--- src/hw/pktgen_pkg.sv ---
// ethernet frame generator shared constants
// register map, bus widths, seed reset values and length limits
package pktgen_pkg;

   // --------------------
   // widths
   localparam int unsigned addr_w    = 8;
   localparam int unsigned reg_w     = 32;
   localparam int unsigned data_w    = 64;
   localparam int unsigned empty_w   = 3;
   localparam int unsigned pkt_len_w = 14;
   localparam int unsigned mac_w     = 48;
   localparam int unsigned seed_w    = 92;  // 4 lfsrs of 23 bits
   localparam int unsigned prbs_w    = 23;

   // --------------------
   // register addresses
   localparam logic [addr_w-1:0] addr_numpkts        = 8'h00;
   localparam logic [addr_w-1:0] addr_random_payload = 8'h02;
   localparam logic [addr_w-1:0] addr_start          = 8'h03;
   localparam logic [addr_w-1:0] addr_stop           = 8'h04;
   localparam logic [addr_w-1:0] addr_macsa0         = 8'h05;
   localparam logic [addr_w-1:0] addr_macsa1         = 8'h06;  // sa[47:32]
   localparam logic [addr_w-1:0] addr_macda0         = 8'h07;
   localparam logic [addr_w-1:0] addr_macda1         = 8'h08;  // da[47:32]
   localparam logic [addr_w-1:0] addr_txpktcnt       = 8'h09;
   localparam logic [addr_w-1:0] addr_rndseed0       = 8'h0a;
   localparam logic [addr_w-1:0] addr_rndseed1       = 8'h0b;
   localparam logic [addr_w-1:0] addr_rndseed2       = 8'h0c;  // 28 bits used
   localparam logic [addr_w-1:0] addr_pktlength      = 8'h0d;

   // nonzero seeds keep the prbs alive when software never writes one
   localparam logic [reg_w-1:0] seed0_rst = 32'h5EED_0000;
   localparam logic [reg_w-1:0] seed1_rst = 32'h5EED_0001;
   localparam logic [reg_w-1:0] seed2_rst = 32'h0002_5EED;

   // --------------------
   // frame length rules
   localparam logic [pkt_len_w-1:0] hdr_bytes   = 14'd18;    // 14 header + 4 fcs
   localparam logic [pkt_len_w-1:0] min_pkt_len = 14'd24;    // below this no payload
   localparam logic [pkt_len_w-1:0] max_pkt_len = 14'd9600;
   localparam logic [pkt_len_w-1:0] max_payload = 14'd9576;  // max_pkt_len - 24
   localparam logic [15:0]          len_field_add = 16'd6;

   // sequencer states
   localparam logic [2:0] st_idle = 3'd0;
   localparam logic [2:0] st_hdr0 = 3'd1;  // da and sa high
   localparam logic [2:0] st_hdr1 = 3'd2;  // sa low, length, seq
   localparam logic [2:0] st_data = 3'd3;
   localparam logic [2:0] st_gap  = 3'd4;  // one idle cycle between frames

endpackage
--- src/hw/pktgen_beat_if.sv ---
`timescale 1ns/100ps
// one streaming beat offered by the sequencer to the output stage
// advance returns when the output stage takes the beat
interface pktgen_beat_if;

   logic [pktgen_pkg::data_w-1:0] data;
   logic                          valid;
   logic                          sop;
   logic                          eop;
   logic [3:0]                    nbytes;   // valid bytes, 1..8
   logic                          advance;

   modport seq (
      output data, valid, sop, eop, nbytes,
      input  advance
   );

   modport out (
      input  data, valid, sop, eop, nbytes,
      output advance
   );

endinterface

--- src/hw/pktgen_cfg_if.sv ---
`timescale 1ns/100ps
// configuration bus from the register bank to the frame sequencer
// the frame count comes back for readback
interface pktgen_cfg_if;

   logic [pktgen_pkg::reg_w-1:0]     number_packet;
   logic [pktgen_pkg::pkt_len_w-1:0] pkt_length;
   logic                             random_payload;  // 0 incremental, 1 prbs
   logic                             stop;
   logic                             start;           // single cycle pulse
   logic [pktgen_pkg::mac_w-1:0]     da;
   logic [pktgen_pkg::mac_w-1:0]     sa;
   logic [pktgen_pkg::seed_w-1:0]    seed;
   logic [pktgen_pkg::reg_w-1:0]     tx_count;        // frames started since start

   modport csr (
      output number_packet, pkt_length, random_payload, stop, start,
      output da, sa, seed,
      input  tx_count
   );

   modport seq (
      input  number_packet, pkt_length, random_payload, stop, start,
      input  da, sa, seed,
      output tx_count
   );

endinterface

--- src/hw/pktgen_top.sv ---
`timescale 1ns/100ps
// ethernet frame generator top level
// register bank, frame sequencer and output stage on one clock
module pktgen_top (
   input  logic                           reset,      // clock
   input  logic                           clk,        // async reset, active high
   input  logic [pktgen_pkg::addr_w-1:0]  address,
   input  logic                           write,
   input  logic [pktgen_pkg::reg_w-1:0]   writedata,
   input  logic                           read,
   output logic [pktgen_pkg::reg_w-1:0]   readdata,
   input  logic                           tx_ready,
   output logic [pktgen_pkg::data_w-1:0]  tx_data,
   output logic                           tx_valid,
   output logic                           tx_sop,
   output logic                           tx_eop,
   output logic [pktgen_pkg::empty_w-1:0] tx_empty,
   output logic                           tx_error
);

   pktgen_cfg_if  cfg_bus ();
   pktgen_beat_if beat_bus ();

   assign tx_error = 1'b0;  // generator never flags errors

   pktgen_csr_decode u_decode (
      .reset     (reset),
      .clk       (clk),
      .address   (address),
      .write     (write),
      .writedata (writedata),
      .read      (read),
      .readdata  (readdata),
      .cfg       (cfg_bus)
   );

   pktgen_frame_seq u_seq (
      .reset (reset),
      .clk   (clk),
      .cfg   (cfg_bus),
      .beat  (beat_bus)
   );

   pktgen_beat_out u_out (
      .reset    (reset),
      .clk      (clk),
      .tx_ready (tx_ready),
      .tx_data  (tx_data),
      .tx_valid (tx_valid),
      .tx_sop   (tx_sop),
      .tx_eop   (tx_eop),
      .tx_empty (tx_empty),
      .beat     (beat_bus)
   );

endmodule

--- src/hw/pktgen_beat_out.sv ---
`timescale 1ns/100ps
// streaming output register
// takes a beat whenever the sink is ready or the register is empty,
// masks unused tail bytes and encodes empty on the eop beat
module pktgen_beat_out (
   input  logic                           reset,     // clock
   input  logic                           clk,       // async reset, active high
   input  logic                           tx_ready,
   output logic [pktgen_pkg::data_w-1:0]  tx_data,
   output logic                           tx_valid,
   output logic                           tx_sop,
   output logic                           tx_eop,
   output logic [pktgen_pkg::empty_w-1:0] tx_empty,
   pktgen_beat_if.out                     beat
);

   logic [3:0]                    empty_n;    // unused bytes in the offered beat
   logic [pktgen_pkg::data_w-1:0] keep_mask;

   assign beat.advance = tx_ready | ~tx_valid;  // ready only matters here
   assign empty_n   = (beat.valid & beat.eop) ? 4'd8 - beat.nbytes : 4'd0;
   assign keep_mask = {pktgen_pkg::data_w{1'b1}} << {empty_n[2:0], 3'b000};

   // --------------------
   // control, held while the sink stalls
   always_ff @(posedge reset or posedge clk) begin
      if (clk) begin
         tx_valid <= 1'b0;
         tx_sop   <= 1'b0;
         tx_eop   <= 1'b0;
         tx_empty <= '0;
      end else if (beat.advance) begin
         tx_valid <= beat.valid;
         tx_sop   <= beat.valid & beat.sop;
         tx_eop   <= beat.valid & beat.eop;
         tx_empty <= empty_n[2:0];
      end
   end

   // data path
   always_ff @(posedge reset) begin
      if (beat.advance) tx_data <= beat.data & keep_mask;  // tail bytes read as 0
   end

   a_hold_on_stall : assert property (@(posedge reset) disable iff (clk)
      (tx_valid && !tx_ready) |=> ($stable(tx_data) && $stable(tx_sop) && $stable(tx_eop)));

endmodule

--- src/hw/pktgen_frame_seq.sv ---
`timescale 1ns/100ps
// frame sequencer
// steps each frame through two header beats and its payload beats,
// keeps the frame count and sequence number and makes the payload words
module pktgen_frame_seq (
   input logic        reset,  // clock
   input logic        clk,    // async reset, active high
   pktgen_cfg_if.seq  cfg,
   pktgen_beat_if.seq beat
);

   logic [2:0]                       state;
   logic [pktgen_pkg::pkt_len_w-1:0] len_calc;   // payload bytes from pkt_length
   logic [pktgen_pkg::pkt_len_w-1:0] pay_len;    // latched per frame
   logic [pktgen_pkg::pkt_len_w-1:0] remain;     // payload bytes not yet sent
   logic [7:0]                       inc_base;   // first byte of the incremental word
   logic [15:0]                      seq_num;
   logic [15:0]                      len_field;
   logic [pktgen_pkg::reg_w-1:0]     tx_count;
   logic [pktgen_pkg::seed_w-1:0]    prbs_all;
   logic [pktgen_pkg::data_w-1:0]    inc_word;
   logic                             launch;
   logic                             last_beat;
   logic                             prbs_step;

   // clamp rules, tiny frames carry no payload
   assign len_calc = (cfg.pkt_length < pktgen_pkg::min_pkt_len) ? '0 :
                     (cfg.pkt_length > pktgen_pkg::max_pkt_len) ? pktgen_pkg::max_payload :
                     cfg.pkt_length - pktgen_pkg::hdr_bytes;
   assign len_field = {2'b00, pay_len} + pktgen_pkg::len_field_add;

   assign launch    = cfg.start & (state == pktgen_pkg::st_idle);
   assign last_beat = (remain <= 14'd8);
   // pre-step so the offered word is the one after its step
   assign prbs_step = beat.advance &
                      (((state == pktgen_pkg::st_hdr1) & (pay_len != '0)) |
                       ((state == pktgen_pkg::st_data) & ~last_beat));
   assign cfg.tx_count = tx_count;

   for (genvar g = 0; g < 4; g++) begin : g_prbs
      pktgen_prbs23 u_prbs (
         .reset  (reset),
         .clk    (clk),
         .load   (launch),
         .enable (prbs_step),
         .seed   (cfg.seed[g*pktgen_pkg::prbs_w +: pktgen_pkg::prbs_w]),
         .state  (prbs_all[g*pktgen_pkg::prbs_w +: pktgen_pkg::prbs_w])
      );
   end

   always_comb begin
      for (int i = 0; i < 8; i++) begin
         inc_word[63-8*i -: 8] = inc_base + 8'(i);  // msb first
      end
   end

   // --------------------
   // beat offered to the output stage
   always_comb begin
      beat.valid  = 1'b0;
      beat.sop    = 1'b0;
      beat.eop    = 1'b0;
      beat.nbytes = 4'd8;
      beat.data   = inc_word;
      case (state)
         pktgen_pkg::st_hdr0: begin
            beat.valid = 1'b1;
            beat.sop   = 1'b1;
            beat.data  = {cfg.da, cfg.sa[47:32]};
         end
         pktgen_pkg::st_hdr1: begin
            beat.valid = 1'b1;
            beat.eop   = (pay_len == '0);  // header only frame
            beat.data  = {cfg.sa[31:0], len_field, seq_num};
         end
         pktgen_pkg::st_data: begin
            beat.valid  = 1'b1;
            beat.eop    = last_beat;
            beat.nbytes = last_beat ? remain[3:0] : 4'd8;
            beat.data   = cfg.random_payload ? prbs_all[63:0] : inc_word;
         end
         default: ;
      endcase
   end

   // --------------------
   // frame fsm
   always_ff @(posedge reset or posedge clk) begin
      if (clk) begin
         state    <= pktgen_pkg::st_idle;
         pay_len  <= '0;
         remain   <= '0;
         inc_base <= '0;
         seq_num  <= '0;
         tx_count <= '0;
      end else begin
         case (state)
            pktgen_pkg::st_idle: if (launch) begin
               state    <= pktgen_pkg::st_hdr0;
               pay_len  <= len_calc;
               seq_num  <= '0;
               tx_count <= '0;
            end
            pktgen_pkg::st_hdr0: if (beat.advance) begin
               state    <= pktgen_pkg::st_hdr1;
               tx_count <= tx_count + 32'd1;  // counted as sop is taken
            end
            pktgen_pkg::st_hdr1: if (beat.advance) begin
               state    <= (pay_len == '0) ? pktgen_pkg::st_gap : pktgen_pkg::st_data;
               remain   <= pay_len;
               inc_base <= '0;
            end
            pktgen_pkg::st_data: if (beat.advance) begin
               remain   <= remain - 14'd8;
               inc_base <= inc_base + 8'd8;
               if (last_beat) state <= pktgen_pkg::st_gap;
            end
            pktgen_pkg::st_gap: begin
               seq_num <= seq_num + 16'd1;
               if (cfg.stop || tx_count >= cfg.number_packet) begin
                  state <= pktgen_pkg::st_idle;
               end else begin
                  state   <= pktgen_pkg::st_hdr0;
                  pay_len <= len_calc;
               end
            end
            default: state <= pktgen_pkg::st_idle;
         endcase
      end
   end

   a_nbytes_range : assert property (@(posedge reset) disable iff (clk)
      beat.valid |-> (beat.nbytes != 4'd0 && beat.nbytes <= 4'd8));

endmodule

--- src/hw/pktgen_prbs23.sv ---
`timescale 1ns/100ps
// prbs23 generator, x^23 + x^18 + 1
// jumps 23 shift steps per enable so each step yields fresh bits
module pktgen_prbs23 (
   input  logic                          reset,   // clock
   input  logic                          clk,     // async reset, active high
   input  logic                          load,
   input  logic                          enable,
   input  logic [pktgen_pkg::prbs_w-1:0] seed,
   output logic [pktgen_pkg::prbs_w-1:0] state
);

   logic [pktgen_pkg::prbs_w-1:0] state_nxt;

   // unrolled shifts, right shift with feedback into the msb
   always_comb begin
      logic [pktgen_pkg::prbs_w-1:0] tmp;
      tmp = state;
      for (int i = 0; i < pktgen_pkg::prbs_w; i++) begin
         tmp = {tmp[18] ^ tmp[0], tmp[pktgen_pkg::prbs_w-1:1]};  // tap at x^18
      end
      state_nxt = tmp;
   end

   always_ff @(posedge reset or posedge clk) begin
      if (clk) begin
         state <= '0;
      end else if (load) begin
         state <= seed;
      end else if (enable) begin
         state <= state_nxt;
      end
   end

endmodule

--- src/hw/pktgen_csr_decode.sv ---
`timescale 1ns/100ps
// frame generator register bank
// decodes bus writes, makes the start pulse and returns registered readback
module pktgen_csr_decode (
   input  logic                          reset,      // clock
   input  logic                          clk,        // async reset, active high
   input  logic [pktgen_pkg::addr_w-1:0] address,
   input  logic                          write,
   input  logic [pktgen_pkg::reg_w-1:0]  writedata,
   input  logic                          read,
   output logic [pktgen_pkg::reg_w-1:0]  readdata,
   pktgen_cfg_if.csr                     cfg
);

   logic [31:0] number_packet;
   logic [13:0] pkt_length;
   logic        random_payload;
   logic        stop;
   logic        start_reg;  // cleared by hardware one cycle after set
   logic        start_d;
   logic [31:0] sa0;
   logic [15:0] sa1;
   logic [31:0] da0;
   logic [15:0] da1;
   logic [31:0] seed0;
   logic [31:0] seed1;
   logic [27:0] seed2;

   // --------------------
   // register writes
   always_ff @(posedge reset or posedge clk) begin
      if (clk) begin
         number_packet  <= '0;
         pkt_length     <= '0;
         random_payload <= 1'b0;
         stop           <= 1'b0;
         start_reg      <= 1'b0;
         start_d        <= 1'b0;
         sa0            <= '0;
         sa1            <= '0;
         da0            <= '0;
         da1            <= '0;
         seed0          <= pktgen_pkg::seed0_rst;
         seed1          <= pktgen_pkg::seed1_rst;
         seed2          <= pktgen_pkg::seed2_rst[27:0];
      end else begin
         start_d <= start_reg;
         if (start_reg) start_reg <= 1'b0;
         if (write) begin
            case (address)
               pktgen_pkg::addr_numpkts:        number_packet  <= writedata;
               pktgen_pkg::addr_random_payload: random_payload <= writedata[0];
               pktgen_pkg::addr_start:          start_reg      <= writedata[0];
               pktgen_pkg::addr_stop:           stop           <= writedata[0];
               pktgen_pkg::addr_macsa0:         sa0            <= writedata;
               pktgen_pkg::addr_macsa1:         sa1            <= writedata[15:0];
               pktgen_pkg::addr_macda0:         da0            <= writedata;
               pktgen_pkg::addr_macda1:         da1            <= writedata[15:0];
               pktgen_pkg::addr_rndseed0:       seed0          <= writedata;
               pktgen_pkg::addr_rndseed1:       seed1          <= writedata;
               pktgen_pkg::addr_rndseed2:       seed2          <= writedata[27:0];
               pktgen_pkg::addr_pktlength:      pkt_length     <= writedata[13:0];
               default: ;
            endcase
         end
      end
   end

   assign cfg.start          = start_reg & ~start_d;  // rising edge only
   assign cfg.number_packet  = number_packet;
   assign cfg.pkt_length     = pkt_length;
   assign cfg.random_payload = random_payload;
   assign cfg.stop           = stop;
   assign cfg.da             = {da1, da0};
   assign cfg.sa             = {sa1, sa0};
   assign cfg.seed           = {seed2, seed1, seed0};

   // --------------------
   // readback, masked bits return 0
   always_ff @(posedge reset or posedge clk) begin
      if (clk) begin
         readdata <= '0;
      end else if (read) begin
         case (address)
            pktgen_pkg::addr_numpkts:        readdata <= number_packet;
            pktgen_pkg::addr_random_payload: readdata <= {31'h0, random_payload};
            pktgen_pkg::addr_start:          readdata <= '0;  // pulse never visible
            pktgen_pkg::addr_stop:           readdata <= {31'h0, stop};
            pktgen_pkg::addr_macsa0:         readdata <= sa0;
            pktgen_pkg::addr_macsa1:         readdata <= {16'h0, sa1};
            pktgen_pkg::addr_macda0:         readdata <= da0;
            pktgen_pkg::addr_macda1:         readdata <= {16'h0, da1};
            pktgen_pkg::addr_txpktcnt:       readdata <= cfg.tx_count;
            pktgen_pkg::addr_rndseed0:       readdata <= seed0;
            pktgen_pkg::addr_rndseed1:       readdata <= seed1;
            pktgen_pkg::addr_rndseed2:       readdata <= {4'h0, seed2};
            pktgen_pkg::addr_pktlength:      readdata <= {18'h0, pkt_length};
            default:                         readdata <= '0;
         endcase
      end
   end

   // back to back start writes still give isolated pulses
   a_start_single : assert property (@(posedge reset) disable iff (clk)
      cfg.start |=> !cfg.start);

endmodule

--- config.mk ---
export PLATFORM = sky130hd
export DESIGN_NAME = pktgen_top
export DESIGN_NICKNAME = d
export VERILOG_FILES = /design/src/hw/pktgen_pkg.sv /design/src/hw/pktgen_beat_if.sv /design/src/hw/pktgen_cfg_if.sv /design/src/hw/pktgen_top.sv /design/src/hw/pktgen_beat_out.sv /design/src/hw/pktgen_frame_seq.sv /design/src/hw/pktgen_prbs23.sv /design/src/hw/pktgen_csr_decode.sv
export SDC_FILE = /design/constraint.sdc
export NUM_CORES = 1
export LEC_CHECK = 0
export BUFFER_PORTS_ARGS = -buffer_cell sky130_fd_sc_hd__buf_2
export CAP_MARGIN = 20
export CORE_ASPECT_RATIO = 1.2
export CORE_UTILIZATION = 55
export CTS_CLUSTER_DIAMETER = 120
export DETAILED_ROUTE_END_ITERATION = 10
export GPL_TIMING_DRIVEN = 0
export PLACE_DENSITY = 0.71
export SLEW_MARGIN = 20
export SYNTH_ARGS = -nofsm -noshare
export SYNTH_HDL_FRONTEND = slang
export SYNTH_SLANG_ARGS = --single-unit
--- constraint.sdc ---
create_clock -name reset -period 14.3 [get_ports reset]
set_input_delay 0.715 -clock reset [delete_from_list [all_inputs] [get_ports reset]]
set_output_delay 0.715 -clock reset [all_outputs]
set_load 0.1 [all_outputs]
==> summary.md, run 1 <==
| Metric | Value |
|---|---|
| Share of the synthesized area in the top cell type | 38.31% |
| Worst slew pin tran | 1.230 ns |
| Final Slew Violations | 0 |
| Num ports | 148 |
| Final instance area | 29180 um2 |
| H-tree Lvls | 2 |
| Antenna violations before repair | 3 |
| Max reg flops | 69 |
| Worst Path Required | 14.73 ns |
| Max-Cap Viols | 0 |
| CTS tree | done |
| Die area | 47660 um2 |
| Layout Nets | 2651 |
| Total wire length | 108600 um |
| Routed vias | 22200 |
| Largest area contributor in the netlist | dfrtp_1 |
| Grt peak-use layer | met2 |
| Met3 usage | 9.692% |
| Tot GR Track Use | 46.41% |
| Synthesized instance count | 2362 |
| TritonCTS buffer count | 51 |
| Final Setup Violations | 0 |
| Final Hold Violating Endpoints | 0 |
| Per-cell routed wire length | 33.68 um |
| Ratio of final minimum period to clock period | 28.86% |
| Hold crit path type | in2async |
| Initial Utilization | 55.88% |
| Clock buffer depth | 3 |
| Post-synthesis cell type count | 92 |
| 1st-iter DRT viols | 3001 |
| CP max stage cell | nor2_1 |
| Commonest register cell after synthesis | dfrtp_1 |
| Synth warn | 0 |
| Post-DP HPWL | 82810 um |
| Power density over the cells | 204.7 nW/um2 |
| CTS sink count | 493 |
| First-pass GRT wire length | 154800 um |
| CTS resizes | 0 |
| Tmin final | 4.127 ns |
| # rows | 86 |
| Crit Path Class | reg2reg |
| Synth Cell Area | 25730 um2 |
| Avg Inst Size Synth | 10.89 um2 |
| Fmax | 242.3 MHz |
| Clock transition at the registers of the reported paths | 0.07 ns |
| Top post-synthesis cells by area | dfrtp_1, mux2_2, edfxtp_1, dfstp_2, xnor2_1 |
| Vias per inst | 6.883 |
| Share of layout cells above drive strength 1 | 22.46% |
| Crit-path max FO | 10 |
| Async set or reset register ratio after synthesis | 87.02% |
| CTS Root Cell | clkbuf_16 |
| Net count after synthesis | 2447 |
| Max IR drop VDD | 0.1309 mV |
| Largest net degree at the start of global routing | 104 |
| Slowest Stage Delay on Critical Path | 1.03 ns |
| EDFF count, synth | 64 |
| Hold slack | 0.1896 ns |
| Vias in the first global route | 21680 |
| Antenna Cells | 0 |
| Final core utilization | 63.36% |
| Worst endpoint data arrival time | 4.56 ns |
| CP startpoint kind | flop |
| ANT nets after route | 0 |
| Most frequent cells in the layout | dfrtp_1, mux2_2, nand2_1 |
| Post-place instance area | 27390 um2 |
| CP Cell Sequence | buf_2, nor2b_1, nand2_1, nor2_1, clkbuf_1, a222oi_1, nor3_1 |
| Post-synthesis sequential area ratio | 49.36% |
| Chip width | 199.5 um |
| Commonest non-fill, non-tap cell in the layout | dfrtp_1 |
| Placer Congestion | 1.078 |
| Met1 Use GR | 58.51% |
| Leak | 0.01285 uW |
| I/O Buffers | 145 |
| Hold_buf cts | 0 |
| DRC | 0 |
| Status | complete, no violations |
| Slew HR | 17.66% |
| Area delta synth->final | 13.40% |
| RSZ-0062 raised after global routing | false |
| Setup bufs post-CTS | 0 |
| Core ar. | 46050 um2 |
| DR pass1 iterations | 9 |
| Largest Register | u_seq.g_prbs.u_prbs.state |
| CP Capture Type | flop |
| Die Y | 239.0 um |
| Skew final | 0.01727 ns |
| Synth Register Bits | 493 |
| Total grt overflow | 0 |
| Largest registers | u_seq.g_prbs.u_prbs.state: 69 flops, u_out.tx_data: 64 flops |
| Routing usage on met2 | 70.26% |
| Clk_lat worst skew | 0.63 ns |
[per-layer routing]
metal	share of wire (%)	vias up
met4	9.0	6
li1	-	9163
met3	10	419
met1	37	11020
met2	44	1589
met5	0.038	-
[cell usage after synthesis, types with 13 or more instances]
cell,count
dfrtp_1,394
mux2_2,221
nand2_1,174
nor2_1,137
o21ai_0,132
clkbuf_1,99
a21oi_1,90
xnor2_1,84
inv_1,76
edfxtp_1,64
xor2_1,62
nand3_1,55
nor3_1,52
a22oi_1,46
ha_1,40
dfstp_2,35
nand4_1,34
nor4_1,34
and3_1,31
o22ai_1,31
a31oi_1,30
mux2_4,30
a222oi_1,29
buf_1,25
o2bb2ai_1,23
mux2i_1,19
a22o_1,18
a21o_1,15
buf_2,15
nor2b_1,14
a221oi_1,13
[cells by family after synthesis]
family                     Yosys count  share of synthesized area [%]
AOI/OAI and AO/OA                  552                          14.78
xor gates and xnor gates           150                          5.319
adders and majority gates           40                          1.945
buffers and inverters              229                          3.705
DFF                                493                          49.36
muxes                              284                          12.95
other                                1                        0.01457
and+or+nand+nor                    613                          11.94
[area by class of cell]
class                           instances  area [um2]
Clock inverter                         26       355.3
Buffer                                151       660.6
Clock buffer                           70        1428
Inverter                               78       302.8
Sequential cell                       493       12700
Timing Repair Buffer                  151       870.8
Tap cell                              616       770.7
Multi-Input combinational cell       1640       12090
Fill cell                            3777       16870
[power by group]
part,switching [uW],total (uW),internal [uW]
clock,607,1440,831
sequential,298,2030,1730
combinational,1820,2510,688
[worst paths after layout]
| check | slack (ns) | end | startpoint | cells past startpoint |
|---|---|---|---|---|
| worst max register to register | 10.17 | u_out.tx_data[49]$_DFFE_PN_ | u_seq.state[0]$_DFFE_PP0P_ | 7 |
| worst max-delay path | 10.17 | u_out.tx_data[49]$_DFFE_PN_ | u_seq.state[0]$_DFFE_PP0P_ | 7 |
| max in group asynchronous | 12.35 | u_seq.g_prbs[1].u_prbs.state[19]$_DFFE_PP0P_ | clk | 5 |
| min in group reset | 0.38 | u_decode.start_d$_DFF_PP0_ | u_decode.start_reg$_DFF_PP0_ | 0 |
| worst min-delay path | 0.19 | u_decode.readdata[9]$_DFFE_PP0P_ | clk | 2 |
| worst min register to register | 0.38 | u_decode.start_d$_DFF_PP0_ | u_decode.start_reg$_DFF_PP0_ | 0 |
[metrics by stage]
step | std cells | setup TNS, ns | power (uW) | setup slack [ns]
CTS | 3224 | 0 | 5887 | 10.37
global route | 3225 | 0 | 6153 | 10.23
finish | 3225 | 0 | 5972 | 10.17
global placement | 3123 | -1215.11 | 4434 | -3.156
floorplan | 2362 | 0 | 3703 | 1.696
detailed placement | 3128 | 0 | 4465 | 10.21
[critical path: cells and delay by family (launching register included)]
family	cells	cell delay [ns]
buffers and inverters	2	0.89
flip-flops	1	0.38
AO/OA/AOI/OAI	1	0.32
AND/OR/NAND/NOR	4	2.33
Power figures use the tool's default switching activity.
==> inputs of run 2 (changes only) <==
clock period = 3.8 ns   (was 14.3 ns; I/O delays follow)
==> summary.md, run 2 (synthesized netlist as in run 1, its figures left out) <==
| Metric | Value |
|---|---|
| CP Capture Type | flop |
| TritonCTS buffer count | 51 |
| Crit-path max FO | 10 |
| Share of layout cells above drive strength 1 | 22.70% |
| DR pass1 iterations | 9 |
| Tot GR Track Use | 45.96% |
| Hold crit path type | in2reg |
| ANT nets after route | 0 |
| Crit Reg-Reg Startpoint | u_seq.state[0]$_DFFE_PP0P_ |
| Power density over the cells | 761.8 nW/um2 |
| CP startpoint kind | flop |
| H-tree Lvls | 2 |
| Layout Nets | 2685 |
| CP max stage cell | nor2_1 |
| Met3 usage | 10.92% |
| Total grt overflow | 0 |
| Die Y | 239.0 um |
| I/O Buffers | 145 |
| Skew final | 0.02935 ns |
| Ratio of final minimum period to clock period | 100.5% |
| CTS Root Cell | clkbuf_16 |
| Largest Register | u_seq.g_prbs.u_prbs.state |
| Cell family with most CP delay | simple AND/OR/NAND/NOR gates |
| Slew HR | 16.99% |
| Met1 Use GR | 57.37% |
| Final Hold Violating Endpoints | 0 |
| Die area | 47660 um2 |
| Clock buffer depth | 3 |
| Final Setup Violations | 3 |
| Core ar. | 46050 um2 |
| Hold slack | 0.03827 ns |
| Slowest Stage Delay on Critical Path | 0.97 ns |
| Commonest non-fill, non-tap cell in the layout | dfrtp_1 |
| CP Cell Sequence | buf_2, nor2b_2, nand2_1, nor2_1, clkbuf_1, a222oi_1, a21oi_1 |
| Largest registers | u_seq.g_prbs.u_prbs.state: 69 flops, u_out.tx_data: 64 flops |
| Per-cell routed wire length | 33.19 um |
| First-pass GRT wire length | 153600 um |
| Final Slew Violations | 0 |
| Largest net degree at the start of global routing | 39 |
| Max IR drop VDD | 0.5986 mV |
| Tmin final | 3.818 ns |
| Worst endpoint data arrival time | 4.27 ns |
| Setup_tns | -0.03480 ns |
| # rows | 86 |
| Status | complete, but fails checks |
| Vias in the first global route | 21730 |
| RSZ-0062 raised after global routing | true |
| 1st-iter DRT viols | 2891 |
| Fmax | 261.9 MHz |
| DRC | 0 |
| Worst slew pin tran | 1.241 ns |
| Total wire length | 108200 um |
| Failing checks | negative setup slack |
| Routed vias | 22410 |
| Clk_lat worst skew | 0.64 ns |
| Hold Crit Start | writedata[9] |
| Routing usage on met2 | 67.64% |
| Placer Congestion | 1.071 |
| Worst Path Required | 4.25 ns |
| CTS sink count | 493 |
| Crit path buf inv count | 2 |
| Clock transition at the registers of the reported paths | 0.07 ns |
| Post-route setup slack | -0.01850 ns |
| Vias per inst | 6.875 |
| Post-DP HPWL | 83220 um |
| Max-Cap Viols | 0 |
| Grt peak-use layer | met2 |
| Max reg flops | 69 |
| Antenna violations before repair | 9 |
| Chip width | 199.5 um |
| Most frequent cells in the layout | dfrtp_1, mux2_2, nand2_1 |
| Area delta synth->final | 15.07% |
| Initial Utilization | 55.88% |
| Num ports | 148 |
| CTS tree | done |
| Worst Setup SP | u_seq.state[0]$_DFFE_PP0P_ |
| Leak | 0.01303 uW |
| Crit Path Class | reg2reg |
-- run 2: area by class of cell --
cell class / instances / area (um2)
sequential: 493 / 12700
fill: 3756 / 16440
tap: 616 / 770.7
clock buffer: 70 / 1428
antenna: 1 / 2.502
inverter: 78 / 300.3
multi-input combinational: 1640 / 12100
timing repair inverter: 1 / 5.005
timing repair buffer: 184 / 1289
buffer: 151 / 663.1
clock inverter: 26 / 351.6
-- run 2: power by group --
| group | internal, uW | switching (uW) | leakage, uW |
|---|---|---|---|
| Sequential | 6510 | 1130 | 0.00626 |
| Clock | 3130 | 2300 | 0.000880 |
| Combinational | 2620 | 6860 | 0.00589 |
-- run 2: per-layer routing --
layer | wire length, um | share of wire [%]
met5 | 46 | 0.043
met4 | 10640 | 9.8
met3 | 11830 | 11
met2 | 46560 | 43
met1 | 39120 | 36
-- run 2: what timing repair did --
| action | CTS | global route |
|---|---|---|
| cloned | 1 | 0 |
| endpoints found under the hold margin | 177 | 0 |
| pin swaps | 0 | 0 |
| hold buffers | 22 | 0 |
| gates resized for setup | 4 | 1 |
| setup endpoints to repair | 44 | 5 |
| setup buffers | 1 | 0 |
-- run 2: worst paths after layout --
path | endpoint | slack, ns | cells past startpoint
worst max-delay path | u_out.tx_data[55]$_DFFE_PN_ | -0.02 | 7
worst min-delay path | u_decode.cfg.pkt_length[9]$_DFFE_PP0P_ | 0.04 | 2
worst max register to register | u_out.tx_data[55]$_DFFE_PN_ | -0.02 | 7
worst min register to register | u_decode.start_d$_DFF_PP0_ | 0.37 | 0
max in group asynchronous | u_decode.seed1[26]$_DFFE_PP1P_ | 2.28 | 8
min in group asynchronous | u_seq.remain[13]$_DFFE_PP0P_ | 0.08 | 3
-- run 2: metrics by stage --
step | instances | util, % | total power (uW) | setup WS (ns) | cell area (um2)
after floorplan | 2362 | - | 13940 | -2.153 | 25740
after global placement | 3123 | 59.14 | 16660 | -4.785 | 27240
after detailed placement | 3139 | 59.88 | 16810 | -0.6136 | 27580
after CTS | 3259 | 64.27 | 22210 | 0.06483 | 29600
after global routing | 3259 | 64.29 | 23160 | -0.07463 | 29610
final | 3260 | 64.30 | 22560 | -0.01850 | 29610
-- run 2: worst register-to-register path: stages (launching register included) --
cell and delay [ns]:
dfrtp_1 0.38, buf_2 0.23, nor2b_2 0.41, nand2_1 0.33, nor2_1 0.97, clkbuf_1 0.73, a222oi_1 0.31, a21oi_1 0.28
